<file path="src/logic/tsc_consts.svh">
`ifndef TSC_CONSTS_SVH
`define TSC_CONSTS_SVH

// Datapath, instruction and address width
`define TSC_WORD_BITS 16

// General register file
`define TSC_NUM_REGS 4
`define TSC_REG_BITS 2

// First fetch after reset
`define TSC_RESET_PC 16'h0000

`endif
</file>
<file path="src/logic/core_pkg.sv">
`default_nettype none

package core_pkg;

	typedef enum logic [2:0] {
		FETCH,
		FETCH_WAIT,
		DECODE,
		EXECUTE,
		MEM,
		MEM_WAIT,
		WRITEBACK,
		HALT
	} state_e;

	// Register file write data
	typedef enum logic [1:0] {
		WB_ALU,
		WB_MEM,
		WB_PC_PLUS_1,
		WB_NONE
	} wb_src_e;

	typedef enum logic [1:0] {
		PC_PLUS_1,
		PC_BRANCH,
		PC_JUMP_TARGET,
		PC_REGISTER
	} pc_src_e;

endpackage

`default_nettype wire

</file>
<file path="src/logic/isa_pkg.sv">
`default_nettype none

package isa_pkg;

	// Major opcode, bits 15:12
	typedef enum logic [3:0] {
		BNE = 4'd0,
		BEQ = 4'd1,
		BGZ = 4'd2,
		BLZ = 4'd3,
		ADI = 4'd4,
		ORI = 4'd5,
		LHI = 4'd6,
		LWD = 4'd7,
		SWD = 4'd8,
		JMP = 4'd9,
		JAL = 4'd10,
		ALU = 4'd15
	} opcode_e;

	// Function field of the R format
	typedef enum logic [5:0] {
		ADD = 6'd0,
		SUB = 6'd1,
		AND = 6'd2,
		ORR = 6'd3,
		NOT = 6'd4,
		TCP = 6'd5,
		SHL = 6'd6,
		SHR = 6'd7,
		JPR = 6'd25,
		JRL = 6'd26,
		WWD = 6'd28,
		HLT = 6'd29
	} func_e;

	typedef struct packed {
		opcode_e opcode;
		logic [1:0] rs;
		logic [1:0] rt;
		logic [1:0] rd;
		func_e func;
	} r_format_t;

	typedef struct packed {
		opcode_e opcode;
		logic [1:0] rs;
		logic [1:0] rt;
		logic [7:0] imm;
	} i_format_t;

	typedef struct packed {
		opcode_e opcode;
		logic [11:0] target;
	} j_format_t;

	// One instruction word, three views
	typedef union packed {
		r_format_t r;
		i_format_t i;
		j_format_t j;
	} instr_u;

endpackage

`default_nettype wire

</file>
<file path="src/logic/tsc_cpu.sv">
`timescale 1ns/1ps
`default_nettype none
`include "tsc_consts.svh"

module tsc_cpu (
	input  logic clk,
	input  logic reset,
	output logic [`TSC_WORD_BITS-1:0] araddr,
	output logic arvalid,
	input  logic arready,
	input  logic [`TSC_WORD_BITS-1:0] rdata,
	input  logic [1:0] rresp,
	input  logic rvalid,
	output logic rready,
	output logic [`TSC_WORD_BITS-1:0] awaddr,
	output logic awvalid,
	input  logic awready,
	output logic [`TSC_WORD_BITS-1:0] wdata,
	output logic wvalid,
	input  logic wready,
	input  logic [1:0] bresp,
	input  logic bvalid,
	output logic bready,
	output logic [`TSC_WORD_BITS-1:0] output_port,
	output logic output_valid,
	output logic halted,
	output logic overflow_trap
);

	isa_pkg::instr_u ir;
	logic [`TSC_WORD_BITS-1:0] pc;
	logic [`TSC_WORD_BITS-1:0] regs [`TSC_NUM_REGS];
	logic [`TSC_WORD_BITS-1:0] mdr;
	logic [`TSC_WORD_BITS-1:0] rs_val;
	logic [`TSC_WORD_BITS-1:0] rt_val;
	logic [`TSC_WORD_BITS-1:0] imm_sext;
	logic [`TSC_WORD_BITS-1:0] branch_target;
	logic [`TSC_WORD_BITS-1:0] alu_input_1;
	logic [`TSC_WORD_BITS-1:0] alu_input_2;
	logic [`TSC_WORD_BITS-1:0] alu_result;
	logic [`TSC_WORD_BITS-1:0] pc_next;
	logic [`TSC_WORD_BITS-1:0] wb_data;
	logic [`TSC_REG_BITS-1:0] wb_reg;
	logic [`TSC_WORD_BITS-1:0] mem_addr;
	logic [`TSC_WORD_BITS-1:0] mem_rdata;
	logic overflow_flag;
	logic bcond;
	logic pass_input_1;
	logic pass_input_2;
	logic mem_read;
	logic mem_write;
	logic mem_done;
	logic reg_write;
	logic ir_write;
	logic pc_write;
	logic is_wwd;
	core_pkg::state_e state;
	core_pkg::wb_src_e wb_src;
	core_pkg::pc_src_e pc_src;

	assign rs_val = regs[ir.r.rs];
	assign rt_val = regs[ir.r.rt];
	assign imm_sext = {{8{ir.i.imm[7]}}, ir.i.imm};
	assign branch_target = pc + imm_sext;   // PC already holds PC+1 here
	assign is_wwd = ir.r.opcode == isa_pkg::ALU && ir.r.func == isa_pkg::WWD;

	// ------------------------------
	// Operand muxes
	assign alu_input_1 = (ir.r.opcode == isa_pkg::JAL) ? pc : rs_val;

	always_comb begin
		case (ir.r.opcode)
			isa_pkg::ADI,
			isa_pkg::LWD,
			isa_pkg::SWD: alu_input_2 = imm_sext;
			isa_pkg::ORI: alu_input_2 = {8'h00, ir.i.imm};
			isa_pkg::LHI: alu_input_2 = {ir.i.imm, 8'h00};
			isa_pkg::JMP,
			isa_pkg::JAL: alu_input_2 = {pc[`TSC_WORD_BITS-1:12], ir.j.target};
			default: alu_input_2 = rt_val;   // R format and branch compare
		endcase
	end

	always_comb begin
		case (pc_src)
			core_pkg::PC_BRANCH: pc_next = branch_target;
			core_pkg::PC_JUMP_TARGET: pc_next = alu_result;
			core_pkg::PC_REGISTER: pc_next = rs_val;
			default: pc_next = pc + 1'b1;
		endcase
	end

	always_comb begin
		case (wb_src)
			core_pkg::WB_ALU: wb_data = alu_result;
			core_pkg::WB_MEM: wb_data = mdr;
			core_pkg::WB_PC_PLUS_1: wb_data = pc;
			default: wb_data = '0;
		endcase
	end

	assign wb_reg = (wb_src == core_pkg::WB_PC_PLUS_1) ? `TSC_REG_BITS'(2) :
		((ir.r.opcode == isa_pkg::ALU) ? ir.r.rd : ir.i.rt);
	assign mem_addr = (state == core_pkg::FETCH) ? pc : alu_result;

	// ------------------------------
	// Datapath registers
	always_ff @(posedge clk) begin
		if (reset)
			pc <= `TSC_RESET_PC;
		else if (pc_write)
			pc <= pc_next;
	end

	always_ff @(posedge clk) begin
		if (ir_write)
			ir <= mem_rdata;
		if (state == core_pkg::MEM_WAIT && mem_done)
			mdr <= mem_rdata;
		if (reg_write)
			regs[wb_reg] <= wb_data;
		if (state == core_pkg::EXECUTE && is_wwd)
			output_port <= rs_val;   // Shown in WRITEBACK
	end

	alu u_alu (
		.alu_input_1(alu_input_1),
		.alu_input_2(alu_input_2),
		.opcode(ir.r.opcode),
		.func_code(ir.r.func),
		.pass_input_1(pass_input_1),
		.pass_input_2(pass_input_2),
		.alu_result(alu_result),
		.overflow_flag(overflow_flag),
		.bcond(bcond)
	);

	control_unit u_control (
		.clk(clk),
		.reset(reset),
		.instr(ir),
		.bcond(bcond),
		.overflow_flag(overflow_flag),
		.mem_done(mem_done),
		.mem_read(mem_read),
		.mem_write(mem_write),
		.state(state),
		.wb_src(wb_src),
		.pc_src(pc_src),
		.pass_input_1(pass_input_1),
		.pass_input_2(pass_input_2),
		.reg_write(reg_write),
		.ir_write(ir_write),
		.pc_write(pc_write),
		.output_valid(output_valid),
		.halted(halted),
		.overflow_trap(overflow_trap)
	);

	axi_lite_master u_bus (
		.clk(clk),
		.reset(reset),
		.mem_read(mem_read),
		.mem_write(mem_write),
		.mem_addr(mem_addr),
		.mem_wdata(rt_val),
		.mem_rdata(mem_rdata),
		.mem_done(mem_done),
		.araddr(araddr),
		.arvalid(arvalid),
		.arready(arready),
		.rdata(rdata),
		.rresp(rresp),
		.rvalid(rvalid),
		.rready(rready),
		.awaddr(awaddr),
		.awvalid(awvalid),
		.awready(awready),
		.wdata(wdata),
		.wvalid(wvalid),
		.wready(wready),
		.bresp(bresp),
		.bvalid(bvalid),
		.bready(bready)
	);

endmodule

`default_nettype wire

</file>
<file path="src/logic/axi_lite_master.sv">
`timescale 1ns/1ps
`default_nettype none
`include "tsc_consts.svh"

module axi_lite_master (
	input  logic clk,
	input  logic reset,
	input  logic mem_read,
	input  logic mem_write,
	input  logic [`TSC_WORD_BITS-1:0] mem_addr,
	input  logic [`TSC_WORD_BITS-1:0] mem_wdata,
	output logic [`TSC_WORD_BITS-1:0] mem_rdata,
	output logic mem_done,
	output logic [`TSC_WORD_BITS-1:0] araddr,
	output logic arvalid,
	input  logic arready,
	input  logic [`TSC_WORD_BITS-1:0] rdata,
	input  logic [1:0] rresp,
	input  logic rvalid,
	output logic rready,
	output logic [`TSC_WORD_BITS-1:0] awaddr,
	output logic awvalid,
	input  logic awready,
	output logic [`TSC_WORD_BITS-1:0] wdata,
	output logic wvalid,
	input  logic wready,
	input  logic [1:0] bresp,
	input  logic bvalid,
	output logic bready
);

	logic busy;
	logic start_read;
	logic start_write;

	assign busy = rready || bready;   // One transaction in flight
	assign start_read = mem_read && !busy;
	assign start_write = mem_write && !busy;

	always_ff @(posedge clk) begin
		if (reset) begin
			arvalid <= 1'b0;
			awvalid <= 1'b0;
			wvalid <= 1'b0;
			rready <= 1'b0;
			bready <= 1'b0;
			mem_done <= 1'b0;
		end else begin
			mem_done <= 1'b0;
			// Read
			if (start_read) begin
				arvalid <= 1'b1;
				rready <= 1'b1;
			end else if (arvalid && arready) begin
				arvalid <= 1'b0;
			end
			if (rvalid && rready) begin
				rready <= 1'b0;
				mem_done <= 1'b1;
			end
			// Write, address and data raised together
			if (start_write) begin
				awvalid <= 1'b1;
				wvalid <= 1'b1;
				bready <= 1'b1;
			end else begin
				if (awvalid && awready)
					awvalid <= 1'b0;
				if (wvalid && wready)
					wvalid <= 1'b0;
			end
			if (bvalid && bready) begin
				bready <= 1'b0;
				mem_done <= 1'b1;
			end
		end
	end

	always_ff @(posedge clk) begin
		if (start_read)
			araddr <= mem_addr;
		if (start_write) begin
			awaddr <= mem_addr;
			wdata <= mem_wdata;
		end
		if (rvalid && rready)
			mem_rdata <= rdata;
	end

endmodule

`default_nettype wire

</file>
<file path="src/logic/control_unit.sv">
`timescale 1ns/1ps
`default_nettype none

module control_unit (
	input  logic clk,
	input  logic reset,
	input  isa_pkg::instr_u instr,
	input  logic bcond,
	input  logic overflow_flag,
	input  logic mem_done,
	output logic mem_read,
	output logic mem_write,
	output core_pkg::state_e state,
	output core_pkg::wb_src_e wb_src,
	output core_pkg::pc_src_e pc_src,
	output logic pass_input_1,
	output logic pass_input_2,
	output logic reg_write,
	output logic ir_write,
	output logic pc_write,
	output logic output_valid,
	output logic halted,
	output logic overflow_trap
);

	core_pkg::state_e state_next;
	core_pkg::pc_src_e pc_kind;
	logic is_alu_op;
	logic is_lwd;
	logic is_swd;
	logic is_jal;
	logic is_wwd;
	logic is_hlt;
	logic redirect;

	assign is_alu_op = instr.r.opcode == isa_pkg::ALU;
	assign is_lwd = instr.r.opcode == isa_pkg::LWD;
	assign is_swd = instr.r.opcode == isa_pkg::SWD;
	assign is_jal = instr.r.opcode == isa_pkg::JAL;
	assign is_wwd = is_alu_op && instr.r.func == isa_pkg::WWD;
	assign is_hlt = is_alu_op && instr.r.func == isa_pkg::HLT;

	// ------------------------------
	// Instruction decode
	always_comb begin
		wb_src = core_pkg::WB_NONE;
		pc_kind = core_pkg::PC_PLUS_1;
		case (instr.r.opcode)
			isa_pkg::ALU: begin
				case (instr.r.func)
					isa_pkg::JPR: pc_kind = core_pkg::PC_REGISTER;
					isa_pkg::JRL: begin
						pc_kind = core_pkg::PC_REGISTER;
						wb_src = core_pkg::WB_PC_PLUS_1;
					end
					isa_pkg::WWD,
					isa_pkg::HLT: wb_src = core_pkg::WB_NONE;
					default: wb_src = core_pkg::WB_ALU;
				endcase
			end
			isa_pkg::ADI,
			isa_pkg::ORI,
			isa_pkg::LHI: wb_src = core_pkg::WB_ALU;
			isa_pkg::LWD: wb_src = core_pkg::WB_MEM;
			isa_pkg::BNE,
			isa_pkg::BEQ,
			isa_pkg::BGZ,
			isa_pkg::BLZ: pc_kind = core_pkg::PC_BRANCH;
			isa_pkg::JMP: pc_kind = core_pkg::PC_JUMP_TARGET;
			isa_pkg::JAL: begin
				pc_kind = core_pkg::PC_JUMP_TARGET;
				wb_src = core_pkg::WB_PC_PLUS_1;   // Link into r2
			end
			default: wb_src = core_pkg::WB_NONE;
		endcase
	end

	assign redirect = (pc_kind == core_pkg::PC_BRANCH) ? bcond :
		(pc_kind != core_pkg::PC_PLUS_1);

	// ------------------------------
	// State sequencing
	always_comb begin
		state_next = state;
		case (state)
			core_pkg::FETCH: state_next = core_pkg::FETCH_WAIT;
			core_pkg::FETCH_WAIT: if (mem_done) state_next = core_pkg::DECODE;
			core_pkg::DECODE: state_next = core_pkg::EXECUTE;
			core_pkg::EXECUTE: begin
				if (is_hlt || overflow_flag)
					state_next = core_pkg::HALT;
				else if (is_lwd || is_swd)
					state_next = core_pkg::MEM;
				else
					state_next = core_pkg::WRITEBACK;
			end
			core_pkg::MEM: state_next = core_pkg::MEM_WAIT;
			core_pkg::MEM_WAIT: if (mem_done) state_next = core_pkg::WRITEBACK;
			core_pkg::WRITEBACK: state_next = core_pkg::FETCH;
			default: state_next = core_pkg::HALT;
		endcase
	end

	always_ff @(posedge clk) begin
		if (reset) begin
			state <= core_pkg::FETCH;
			halted <= 1'b0;
			overflow_trap <= 1'b0;
		end else begin
			state <= state_next;
			if (state_next == core_pkg::HALT)
				halted <= 1'b1;
			if (state == core_pkg::EXECUTE && overflow_flag)
				overflow_trap <= 1'b1;
		end
	end

	// Strobes, one cycle each
	assign mem_read = (state == core_pkg::FETCH) || (state == core_pkg::MEM && is_lwd);
	assign mem_write = state == core_pkg::MEM && is_swd;
	assign ir_write = state == core_pkg::FETCH_WAIT && mem_done;
	assign pc_write = (state == core_pkg::DECODE) || (state == core_pkg::WRITEBACK && redirect);
	assign pc_src = (state == core_pkg::WRITEBACK) ? pc_kind : core_pkg::PC_PLUS_1;
	assign reg_write = state == core_pkg::WRITEBACK && wb_src != core_pkg::WB_NONE;
	assign output_valid = state == core_pkg::WRITEBACK && is_wwd;

	// JAL puts the return address on the ALU in DECODE, then the target
	assign pass_input_1 = is_jal && state == core_pkg::DECODE;
	assign pass_input_2 = is_jal && (state == core_pkg::EXECUTE || state == core_pkg::WRITEBACK);

endmodule

`default_nettype wire

</file>
<file path="src/logic/alu.sv">
`timescale 1ns/1ps
`default_nettype none
`include "tsc_consts.svh"

module alu (
	input  logic [`TSC_WORD_BITS-1:0] alu_input_1,
	input  logic [`TSC_WORD_BITS-1:0] alu_input_2,
	input  isa_pkg::opcode_e opcode,
	input  isa_pkg::func_e func_code,
	input  logic pass_input_1,
	input  logic pass_input_2,
	output logic [`TSC_WORD_BITS-1:0] alu_result,
	output logic overflow_flag,
	output logic bcond
);

	logic [`TSC_WORD_BITS-1:0] add_out;
	logic [`TSC_WORD_BITS-1:0] sub_out;
	logic [`TSC_WORD_BITS-1:0] neg_input_2;
	logic add_flag;
	logic sub_flag;

	// ------------------------------
	// Adder and subtractor
	assign add_out = alu_input_1 + alu_input_2;
	assign neg_input_2 = -alu_input_2;
	assign sub_out = alu_input_1 + neg_input_2;

	// Same operand signs, result sign flipped
	assign add_flag = (alu_input_1[`TSC_WORD_BITS-1] == alu_input_2[`TSC_WORD_BITS-1]) &&
		(add_out[`TSC_WORD_BITS-1] != alu_input_1[`TSC_WORD_BITS-1]);
	assign sub_flag = (alu_input_1[`TSC_WORD_BITS-1] == neg_input_2[`TSC_WORD_BITS-1]) &&
		(sub_out[`TSC_WORD_BITS-1] != alu_input_1[`TSC_WORD_BITS-1]);

	// ------------------------------
	// Result select
	always_comb begin
		alu_result = '0;
		overflow_flag = 1'b0;
		bcond = 1'b0;
		case (opcode)
			isa_pkg::ALU: begin
				case (func_code)
					isa_pkg::ADD: begin
						alu_result = add_out;
						overflow_flag = add_flag;
					end
					isa_pkg::SUB: begin
						alu_result = sub_out;
						overflow_flag = sub_flag;
					end
					isa_pkg::AND: alu_result = alu_input_1 & alu_input_2;
					isa_pkg::ORR: alu_result = alu_input_1 | alu_input_2;
					isa_pkg::NOT: alu_result = ~alu_input_1;
					isa_pkg::TCP: alu_result = ~alu_input_1 + 1'b1;
					isa_pkg::SHL: alu_result = {alu_input_1[`TSC_WORD_BITS-2:0], 1'b0};
					isa_pkg::SHR: alu_result = {alu_input_1[`TSC_WORD_BITS-1],
						alu_input_1[`TSC_WORD_BITS-1:1]};
					isa_pkg::JPR,
					isa_pkg::JRL: alu_result = alu_input_1;   // Jump register
					default: alu_result = '0;
				endcase
			end
			isa_pkg::BNE: begin
				alu_result = add_out;
				bcond = alu_input_1 != alu_input_2;
			end
			isa_pkg::BEQ: begin
				alu_result = add_out;
				bcond = alu_input_1 == alu_input_2;
			end
			isa_pkg::BGZ: begin
				alu_result = add_out;
				bcond = $signed(alu_input_1) > 0;
			end
			isa_pkg::BLZ: begin
				alu_result = add_out;
				bcond = $signed(alu_input_1) < 0;
			end
			isa_pkg::JMP: alu_result = alu_input_2;
			isa_pkg::JAL: alu_result = pass_input_1 ? alu_input_1 :
				(pass_input_2 ? alu_input_2 : '0);
			isa_pkg::ADI,
			isa_pkg::LWD,
			isa_pkg::SWD: begin
				alu_result = add_out;   // Also the memory address
				overflow_flag = add_flag;
			end
			isa_pkg::ORI: alu_result = alu_input_1 | alu_input_2;
			isa_pkg::LHI: alu_result = alu_input_2;
			default: alu_result = '0;
		endcase
	end

endmodule

`default_nettype wire

</file>
<file path="config.mk">
export PLATFORM = sky130hd
export DESIGN_NAME = tsc_cpu
export DESIGN_NICKNAME = d
export VERILOG_FILES = /design/src/logic/core_pkg.sv /design/src/logic/isa_pkg.sv /design/src/logic/tsc_cpu.sv /design/src/logic/axi_lite_master.sv /design/src/logic/control_unit.sv /design/src/logic/alu.sv
export VERILOG_INCLUDE_DIRS = /design/src /design/src/logic
export SDC_FILE = /design/constraint.sdc
export NUM_CORES = 1
export LEC_CHECK = 0
export BUFFER_PORTS_ARGS = -buffer_cell sky130_fd_sc_hd__buf_4
export CORE_MARGIN = 8
export CORE_UTILIZATION = 40
export DETAILED_ROUTE_END_ITERATION = 7
export GPL_TIMING_DRIVEN = 0
export PLACE_DENSITY_LB_ADDON = 0.2
export SYNTH_ARGS = -nofsm -noshare
export SYNTH_HDL_FRONTEND = slang
export SYNTH_HIERARCHICAL = 1
export SYNTH_SLANG_ARGS = --single-unit
</file>
<file path="constraint.sdc">
create_clock -name clk -period 13.82 [get_ports clk]
set_clock_uncertainty 0.2 [all_clocks]
set_input_delay 1.382 -clock clk [delete_from_list [all_inputs] [get_ports clk]]
set_output_delay 1.382 -clock clk [all_outputs]
set_load 0.005 [all_outputs]
</file>
==> impl_results.md, run 1 <==
- Total core area: 33360 µm²
- Vias per inst: 6.175
- RSZ-0062 raised after global routing: no
- Worst skew pair latency: 520 ps
- Max-slew violations: 0
- Routed via count: 11405
- Pre-CTS WS: 6541 ps
- ANT nets after route: 0
- Slowest cell on crit path: a21oi_1
- Commonest non-fill, non-tap cell in the layout: edfxtp_1
- Vias in the first global route: 10898
- Final GP Congestion: 0.9347
- Post-Synthesis Cells: 1260
- Initial antenna violation count: 1
- Synth Flop Type: edfxtp_1
- Asr flop ratio synth: 0%
- Clock tree from TritonCTS: built
- DRT iter0 DRCs: 1234
- Final Hold Viols: 0
- Number of synthesis warnings: 6
- Final HPWL DP: 34440 µm
- CTS Hold Bufs: 0
- Hold Path Class: reg -> reg
- Final period util: 53.46%
- Clock root cell: clkbuf_16
- Synth top area cells: edfxtp_1 (39%), mux4_2 (5.5%), ha_1 (5.5%)
- Seq cells post-synth: 207
- Synthesized area: 13510 µm²
- CP endpoint kind: flip-flop
- Placed Instances: 1808
- Die H: 199.8 µm
- Max rail drop VDD: 0.08390 mV
- Static leakage: 5.614 nW
- Syn_nets: 1349
- Most frequent cells in the layout: edfxtp_1 (176), buf_4 (99), nor2_1 (96), nand2_1 (84), a21oi_1 (80)
- Arrival time worst endpoint: 7630 ps
- Total Neg Setup Slack: 0 ps
- Number of max-cap violations: 0
- IO Port Bufs: 94
- Clock Tree Buf Depth: 3
- Fill cells: 3160
- Total gr overflow: 0
- Clock transition at the registers of the reported paths: 60 ps
- Nets: 1473
- Total CTS buffers: 22
- Post-CTS Resized: 0
- Area growth, synth to finish: 15.04%
- Crit path max fanout: 10
- H-tree depth: 1
- CP dominant cell by count: a21oi_1
- Critical path data required time: 14060 ps
- Setup Fix Bufs, Post-CTS: 0
- Drt drc: 0
- Share of cells above drive strength 1: 17.80%
- First-pass GRT wire length: 67610 µm
- Family with the most delay on the worst path: compound AO/OA/AOI/OAI gates
- Slew @ Worst Pin: 1177 ps
- Total GRT Usage: 22.22%
- Post-synth EDFFs: 176
- Power per cell area: 91.89 nW/µm²
- Max incr delay on CP: 730 ps
- Die ar.: 39920 µm²
- Max-slew headroom: 20.79%
- Top Ports: 99
- Diode count: 0
- Pin count of the biggest net entering global routing: 33
- Critical path class: reg -> reg
- Final setup viols: 0
- Hold WS: 244.0 ps
- Buf+Inv Stages, Crit Path: 6
- Startpoint types: flip-flop
- Routed length per instance: 24.30 µm
- Die X: 199.8 µm
- Post-Layout Cell Count: 1847
- Num rows: 67
- Worst R2R Setup Slack: 6430 ps
- Synth top area share: 39.11%
- Outcome: finished, final reports clean
- Clk sink count: 207
- Crit-path cells: clkbuf_1, nor2b_1, clkbuf_1, a21oi_1, a21oi_1, a21oi_1, inv_1, ha_1, nor4_1, nand4_1, xnor2_1, nor2_1, a21oi_1, nor3_1, nor2_1, a211oi_1, o311a_1, clkbuf_1, clkinv_1, clkbuf_1, a211oi_1, a21oi_1, nor2_1
- FMAX: 0.1354 GHz
- Detailed Routing Iterations Pass 1: 7
- Top cell type by total area after synthesis: edfxtp_1
- Worst setup margin: 6432 ps
- Avg Inst Size Synth: 10.73 µm²
- Cell variety after synth: 91
- Finished Core Util: 46.59%
- Register area share after synthesis: 43.70%
- Total wire length: 44880 µm
- Minimum clock period: 7388 ps
- Initial Util: 40.50%
==> registers in the layout, indices dropped and copies added, names as in the netlist, 3 cells and up, named ones only <==
name	count
regs	64
ir	16
mdr	16
output_port	16
pc	16
u_bus/araddr	16
u_bus/awaddr	16
u_bus/mem_rdata	16
u_bus/wdata	16
u_control/state	3
==> cell usage after synthesis, drive strengths merged, types with 20 or more instances <==
master,n
nor2,98
ha,59
a221oi,20
xnor2,40
dfxtp,31
o21ai,63
a22oi,25
mux2,41
mux2i,39
nor3,24
a21oi,80
inv,52
mux4,33
clkbuf,50
edfxtp,176
nand2,84
==> power breakdown <==
| group | switching (mW) | leakage, nW | total, mW | internal (mW) |
|---|---|---|---|---|
| sequential | 0.0111 | 1.87 | 0.703 | 0.692 |
| combinational | 0.106 | 3.43 | 0.175 | 0.0688 |
| clock | 0.238 | 0.320 | 0.551 | 0.312 |
| total | 0.355 | 5.61 | 1.43 | 1.07 |
==> worst reg2reg max path: cells and delay by family, from the launching register on <==
family / cells / cell delay, ps
buffers and inverters: 6 / 2120
and+or+nand+nor: 7 / 1290
DFF: 1 / 520
xor gates and xnor gates: 1 / 160
adders and majority gates: 1 / 400
AOI/OAI and AO/OA: 8 / 2630
==> routing by layer <==
layer | wire (µm) | share of wire [%] | global-route usage, % | vias up
li1 | - | - | - | 5108
met1 | 19250 | 43 | 31.39 | 5579
met2 | 19850 | 44 | 34.07 | 607
met3 | 4168 | 9.3 | 3.772 | 111
met4 | 1618 | 3.6 | 7.847 | 0
met5 | 0 | 0 | 0 | -
==> cells by family after synthesis <==
group           share of synthesized area, %
simple gates                           14.26
compound gates                         16.92
flops                                  43.70
buf+inv                                3.601
mux                                    11.80
fa+ha+maj                              5.907
xor+xnor                               3.815
==> final cells by class <==
type	count	area (µm²)	share of cell area, %
Timing Repair Buffer	100	773.2	4.974
Buffer	67	287.8	1.851
Multi-Input combinational cell	933	7143	45.95
Clock inverter	8	62.56	0.4024
Tap cell	448	560.5	3.606
Inverter	53	198.9	1.280
Clock buffer	31	614.3	3.952
Sequential cell	207	5906	37.99
==> through the flow <==
stage / cell area, µm² / power, mW
floorplan: 13510 / 0.8227
global placement: 14780 / 0.8868
detailed placement: 14870 / 0.8874
CTS: 15550 / 1.435
global route: 15550 / 1.478
finish: 15550 / 1.429
==> worst paths after layout <==
kind | start | end | depth (start not counted)
setup / recovery | ir[15]$_DFFE_PP_ | pc[3]$_SDFFE_PP0P_ | 23
hold / removal | u_bus/mem_rdata[7]$_DFFE_PP_ | mdr[7]$_DFFE_PP_ | 0
setup reg to reg | ir[15]$_DFFE_PP_ | pc[3]$_SDFFE_PP0P_ | 23
hold reg to reg | u_bus/mem_rdata[7]$_DFFE_PP_ | mdr[7]$_DFFE_PP_ | 0
Note: power is estimated with default switching activity, not from simulation.
==> inputs of run 2 (changes only) <==
clock period = 6 ns   (was 13.82 ns; I/O delays follow)
==> run 2 against run 1 <==
  * First-iteration DRC count rose by 6.9%
  * Cell count rose by 0.32%
  * Worst hold slack got worse by 190 ps
  * Critical path type unchanged
  * Die area did not move
  * Largest power group unchanged
==> impl_results.md, run 2 (synthesis gave the netlist of run 1 again) <==
- Static leakage: 5.716 nW (was 5.614 nW)
- Routed via count: 11393 (was 11405)
- Total CTS buffers: 22 (unchanged)
- CP endpoint kind: flip-flop (unchanged)
- Final HPWL DP: 34440 µm (unchanged)
- Placed Instances: 1808 (unchanged)
- H-tree depth: 1 (unchanged)
- Total Neg Setup Slack: 0 ps (unchanged)
- Diode count: 0 (unchanged)
- Hold Path Depth: 1 (was 0)
- Net switching power: 0.8204 mW (was 0.3555 mW)
- Pin count of the biggest net entering global routing: 33 (unchanged)
- Arrival time worst endpoint: 6020 ps (was 7630 ps)
- Die H: 199.8 µm (unchanged)
- Final GP Congestion: 0.9347 (unchanged)
- Drt drc: 0 (unchanged)
- Clock transition at the registers of the reported paths: 60 ps (about the same)
- Number of max-cap violations: 0 (unchanged)
- Total GRT Usage: 22.21% (was 22.22%)
- Power per cell area: 209.4 nW/µm² (was 91.89 nW/µm²)
- Max-slew violations: 0 (unchanged)
- Vias per inst: 6.148 (was 6.175)
- Max reg flops: 64 (unchanged)
- Int Pwr: 2.476 mW (was 1.073 mW)
- DRT iter0 DRCs: 1319 (was 1234)
- Total wire length: 45220 µm (was 44880 µm)
- Max-slew headroom: 18.12% (was 20.79%)
- Initial antenna violation count: 0 (was 1)
- Clk sink count: 207 (unchanged)
- Startpoint types: flip-flop (unchanged)
- Clock Tree Buf Depth: 3 (unchanged)
- Biggest register: regs (unchanged)
- First-pass GRT wire length: 67690 µm (was 67610 µm)
- Share of cells above drive strength 1: 20.78% (was 17.80%)
- Critical path class: reg -> reg (unchanged)
- R2r endpoint: pc[3]$_SDFFE_PP0P_ (unchanged)
- Seq pwr share: 49.2% (about the same)
- Final period util: 96.26% (was 53.46%)
- Die ar.: 39920 µm² (unchanged)
- WHS Endpoint: u_bus/mem_rdata[1]$_DFFE_PP_ (was mdr[7]$_DFFE_PP_)
- Final Hold Viols: 0 (unchanged)
- Worst r2r path cells: 21 (was 23)
- Post-DP Area: 14870 µm² (unchanged)
- Commonest non-fill, non-tap cell in the layout: edfxtp_1 (unchanged)
- Total gr overflow: 0 (unchanged)
- Critical path data required time: 6240 ps (was 14060 ps)
- Top Ports: 99 (unchanged)
- RSZ-0062 raised after global routing: yes (was no)
- Finished Core Util: 47.18% (was 46.59%)
- Clk pwr share: 38.4% (was 38.5%)
- Outcome: finished, final reports clean (unchanged)
- IO Port Bufs: 94 (unchanged)
- Max rail drop VDD: 0.1938 mV (was 0.08390 mV)
- Worst R2R Setup Slack: 220 ps (was 6430 ps)
- Final instance area: 15740 µm² (was 15550 µm²)
- Num rows: 67 (unchanged)
- Sw Share: 24.89% (was 24.88%)
- Routed length per instance: 24.40 µm (was 24.30 µm)
- Detailed Routing Iterations Pass 1: 7 (unchanged)
- Clock tree from TritonCTS: built (unchanged)
- Hold wc startpoint: rdata[1] (was u_bus/mem_rdata[7]$_DFFE_PP_)
- Die X: 199.8 µm (unchanged)
- Post-Layout Cell Count: 1853 (was 1847)
- Hold Path Class: in -> reg (was reg -> reg)
- Area growth, synth to finish: 16.47% (was 15.04%)
- Clock root cell: clkbuf_16 (unchanged)
- Minimum clock period: 5775 ps (was 7388 ps)
- Final setup viols: 0 (unchanged)
- Worst skew pair latency: 510 ps (was 520 ps)
- Most frequent cells in the layout: edfxtp_1 (176), buf_4 (110), nor2_1 (95), nand2_1 (84), a21oi_1 (74) (was edfxtp_1 (176), buf_4 (99), nor2_1 (96), nand2_1 (84), a21oi_1 (80))
- Vias in the first global route: 10938 (was 10898)
- Total core area: 33360 µm² (unchanged)
- Slew @ Worst Pin: 1219 ps (was 1177 ps)
- Nets: 1479 (was 1473)
- Fill cells: 3137 (was 3160)
- FMAX: 0.1731 GHz (was 0.1354 GHz)
- Combinational share of power: 12.4% (was 12.2%)
- ANT nets after route: 0 (unchanged)
- Initial Util: 40.50% (unchanged)
- Hold WS: 58.85 ps (was 244.0 ps)
- Crit path max fanout: 10 (unchanged)
-- run 2: cell count changes in the layout (fill, tap and decap cells not counted), moves of 3 or more --
cell      change
dfxtp_1       -3
clkbuf_2      +8
buf_4        +11
a21oi_1       -6
clkbuf_1     -15
a21oi_2       +5
-- run 2: metal layers --
metal	part of all wire, %	wire (µm)	GRT usage, %
met4	3.3	1470	7.711
met3	8.5	3844	3.755
met2	45	20310	34.44
met5	0	0	0
met1	43	19590	31.13
-- run 2: layout make-up --
class / instances / area, µm² / area share, %
Buffer: 62 / 302.8 / 1.924
Clock buffer: 31 / 614.3 / 3.903
Clock inverter: 8 / 62.56 / 0.3975
Inverter: 53 / 200.2 / 1.272
Multi-Input combinational cell: 933 / 7232 / 45.95
Sequential cell: 207 / 5912 / 37.56
Tap cell: 448 / 560.5 / 3.561
Timing Repair Buffer: 111 / 855.8 / 5.437
-- run 2: worst max-delay path by stage --
stage / slack, ps / endpoint
CTS: 30 / u_control/state[0]$_SDFF_PP0_
finish: 220 / pc[3]$_SDFFE_PP0P_
global route: -0.6 / pc[3]$_SDFFE_PP0P_
floorplan: 330 / u_control/state[0]$_SDFF_PP0_
detailed placement: -1280 / regs[1][15]$_DFFE_PP_
global placement: -1250 / regs[2][15]$_DFFE_PP_
-- run 2: power by group through the flow --
stage          clock network [mW]  logic (mW)  registers [mW]
2_1_floorplan                   0       0.252            1.64
3_3_place_gp                    0       0.393            1.65
3_5_place_dp                    0       0.395            1.65
4_1_cts                      1.29       0.397            1.62
5_1_grt                      1.35       0.438            1.62
6_report                     1.27       0.409            1.62
-- run 2: critical path, cell delays in order, from the launching register on --
cell,delay (ps)
dfxtp_1,300
clkbuf_1,450
clkbuf_2,420
mux4_2,460
mux2_2,370
clkbuf_1,230
inv_1,130
ha_1,310
nor4_1,490
nand4_1,200
xnor2_1,170
nor2_1,100
a21oi_1,80
nor3_1,170
nor2_1,60
a211oi_1,220
o311a_2,390
clkinv_2,280
clkbuf_2,290
a211oi_1,220
a21oi_1,70
nor2_1,100
-- run 2: through the flow --
step           power [mW]  setup slack, ps
2_1_floorplan       1.895            325.1
3_3_place_gp        2.043            -1247
3_5_place_dp        2.044            -1279
4_1_cts             3.307            31.69
5_1_grt             3.410          -0.6186
6_report            3.296            224.6
-- run 2: what timing repair did --
action	CTS	global route
resized for setup	22	31
pin swaps	1	2
hold buffers	0	0
setup buffers	5	6
setup endpoints to repair	84	47
==> inputs of run 3 (changes only) <==
CELL_PAD_IN_SITES_DETAIL_PLACEMENT = 0   (was default)
CELL_PAD_IN_SITES_GLOBAL_PLACEMENT = 1   (was default)
clock period = 6.5 ns   (was 6 ns; I/O delays follow)
==> run 3 against run 2 <==
  * Sequential power shrank 7%
  * Via count shrank 2.6%
  * Utilization is essentially flat
  * Maximum frequency shrank 7.7%
  * Sequential share of layout area is essentially flat
  * Worst setup slack gained 15 ps
  * Highest routed layer unchanged
==> impl_results.md, run 3 (synthesis gave the netlist of run 1 again) <==
- Number of max-cap violations: 0 (unchanged)
- Final Hold Viols: 0 (unchanged)
- Hold WS: 95.97 ps (was 58.85 ps)
- Final instance area: 15740 µm² (about the same)
- Die H: 199.8 µm (unchanged)
- Final period util: 96.31% (was 96.26%)
- Total wire length: 46790 µm (was 45220 µm)
- Buf+Inv Stages, Crit Path: 2 (was 6)
- Met1 wire length: 20390 µm (was 19590 µm)
- IO Port Bufs: 94 (unchanged)
- WL met3: 3790 µm (was 3844 µm)
- Commonest non-fill, non-tap cell in the layout: edfxtp_1 (unchanged)
- H-tree depth: 1 (unchanged)
- Critical path data required time: 6510 ps (was 6240 ps)
- Clock tree from TritonCTS: built (unchanged)
- Drt drc: 0 (unchanged)
- Static leakage: 5.708 nW (was 5.716 nW)
- Crit path max fanout: 10 (unchanged)
- Share of cells above drive strength 1: 19.86% (was 20.78%)
- Nets: 1468 (was 1479)
- Arrival time worst endpoint: 6270 ps (was 6020 ps)
- Net switching power: 0.7851 mW (was 0.8204 mW)
- Power per cell area: 203.4 nW/µm² (was 209.4 nW/µm²)
- Final HPWL DP: 35990 µm (was 34440 µm)
- Clock root cell: clkbuf_16 (unchanged)
- Family with the most delay on the worst path: simple AND/OR/NAND/NOR gates (was buffers and inverters)
- Outcome: finished, final reports clean (unchanged)
- Num rows: 67 (unchanged)
- Initial Util: 40.50% (unchanged)
- Pin count of the biggest net entering global routing: 33 (unchanged)
- Max rail drop VDD: 0.2272 mV (was 0.1938 mV)
- Total length of routed met2 wires: 20690 µm (was 20310 µm)
- Finished Core Util: 47.17% (was 47.18%)
- Initial antenna violation count: 1 (was 0)
- Critical path class: reg -> reg (unchanged)
- Area growth, synth to finish: 16.46% (was 16.47%)
- Clk sink count: 207 (unchanged)
- Hold Path Class: in -> reg (unchanged)
- Biggest register: regs (unchanged)
- Fill cells: 3175 (was 3137)
- Combinational share of power: 11.9% (was 12.4%)
- Slew @ Worst Pin: 1402 ps (was 1219 ps)
- Clock Tree Buf Depth: 3 (unchanged)
- Max layer used: met4 (unchanged)
- Final setup viols: 0 (unchanged)
- Total GRT Usage: 22.97% (was 22.21%)
- First-pass GRT wire length: 68530 µm (was 67690 µm)
- Clock transition at the registers of the reported paths: 60 ps (about the same)
- ANT nets after route: 0 (unchanged)
- Max reg flops: 64 (unchanged)
- Final GP Congestion: 0.9115 (was 0.9347)
- Placed Instances: 1808 (unchanged)
- CP dominant cell by count: clkbuf_2 (was nor2_1)
- Worst skew pair latency: 530 ps (was 510 ps)
- Total CTS buffers: 22 (unchanged)
- Startpoint types: flip-flop (unchanged)
- Die ar.: 39920 µm² (unchanged)
- Vias in the first global route: 10520 (was 10938)
- DRT iter0 DRCs: 1126 (was 1319)
- Sw Share: 24.53% (was 24.89%)
- Top Ports: 99 (unchanged)
- Diode count: 0 (unchanged)
- FMAX: 0.1597 GHz (was 0.1731 GHz)
- RSZ-0062 raised after global routing: no (was yes)
- Max incr delay on CP: 560 ps (was 490 ps)
- Routed length per instance: 25.39 µm (was 24.40 µm)
- Detailed Routing Iterations Pass 1: 6 (was 7)
- Total core area: 33360 µm² (unchanged)
- Crit-path cells: clkbuf_2, nor2b_1, clkbuf_2, a21oi_2, a22o_1, or3_1, or4_4, nor4_4, nand3_1, xnor2_1, ha_1, nand4_1, nor2_1, and3_1, a22oi_1, nand2_1, xor2_1, a221o_1, mux2i_1, o21ai_0 (was clkbuf_1, clkbuf_2, mux4_2, mux2_2, clkbuf_1, inv_1, ha_1, nor4_1, nand4_1, xnor2_1, nor2_1, a21oi_1, nor3_1, nor2_1, a211oi_1, o311a_2, clkinv_2, clkbuf_2, a211oi_1, a21oi_1, nor2_1)
- Int Pwr: 2.416 mW (was 2.476 mW)
- Slowest cell on crit path: edfxtp_1 (was nor4_1)
- Clk pwr share: 41.3% (was 38.4%)
- Vias per inst: 6.024 (was 6.148)
- Minimum clock period: 6260 ps (was 5775 ps)
- Die X: 199.8 µm (unchanged)
- CP endpoint kind: flip-flop (unchanged)
- Post-Layout Cell Count: 1843 (was 1853)
- Routed via count: 11102 (was 11393)
- Most frequent cells in the layout: edfxtp_1 (176), buf_4 (100), nor2_1 (95), nand2_1 (84), a21oi_1 (71) (was edfxtp_1 (176), buf_4 (110), nor2_1 (95), nand2_1 (84), a21oi_1 (74))
- Max-slew violations: 0 (unchanged)
- Total gr overflow: 0 (unchanged)
- Seq pwr share: 46.8% (was 49.2%)
- Post-DP Area: 14870 µm² (about the same)
- Max-slew headroom: 5.303% (was 18.12%)
run 3: cell types whose count changed in the layout (fill, tap and decap cells not counted), moves of 3 or more:
cell | before | now
buf_4 | 110 | 100
a21oi_1 | 74 | 71
bufinv_16 | 0 | 3
clkinv_2 | 2 | 5
clkinvlp_4 | 3 | 0
run 3: cell type report:
cell class              count  area [µm²]  share of cell area, %
repair buffers            100       769.5                  4.889
multi-input cells         933        7238                  45.99
plain buffers              62       282.8                  1.797
inverters                  53       200.2                  1.272
well taps                 448       560.5                  3.562
clock buffers              29       616.8                  3.919
clock inverters            11       163.9                  1.041
flip-flops and latches    207        5907                  37.53
run 3: per-layer routing:
| layer | track usage (%) | vias to the layer above |
|---|---|---|
| met5 | 0 | - |
| met2 | 35.32 | 507 |
| met1 | 32.14 | 5414 |
| li1 | - | 5102 |
| met3 | 3.738 | 79 |
| met4 | 9.019 | 0 |
run 3: what timing repair did:
action | 4_1_cts | 5_1_grt
pin swaps | 0 | 0
hold buffers | 0 | 0
buffers inserted | 0 | 0
gates cloned | 0 | 0
gates resized for setup | 17 | 19
setup endpoints to repair | 61 | 41
run 3: worst paths after layout:
path                                  end  slack, ps  depth (start not counted)                         start
max                 regs[2][13]$_DFFE_PP_        240                         20              ir[15]$_DFFE_PP_
min          u_bus/mem_rdata[1]$_DFFE_PP_        100                          1                      rdata[1]
max reg2reg         regs[2][13]$_DFFE_PP_        240                         20              ir[15]$_DFFE_PP_
min reg2reg               ir[1]$_DFFE_PP_        250                          0  u_bus/mem_rdata[1]$_DFFE_PP_
run 3: power by group through the flow:
stage | registers (mW) | clock network (mW) | logic, mW
finish | 1.50 | 1.32 | 0.380
CTS | 1.50 | 1.35 | 0.374
global placement | 1.52 | 0 | 0.371
global route | 1.50 | 1.40 | 0.408
floorplan | 1.52 | 0 | 0.233
detailed placement | 1.52 | 0 | 0.372
run 3: metrics by stage:
| step | total power, mW | setup TNS (ps) | setup slack [ps] |
|---|---|---|---|
| 2_1_floorplan | 1.749 | 0 | 825.1 |
| 3_3_place_gp | 1.894 | -29490 | -846.6 |
| 4_1_cts | 3.222 | 0 | 79.84 |
| 6_report | 3.201 | 0 | 239.8 |
| 5_1_grt | 3.310 | 0 | 7.400 |
| 3_5_place_dp | 1.895 | -30410 | -825.6 |
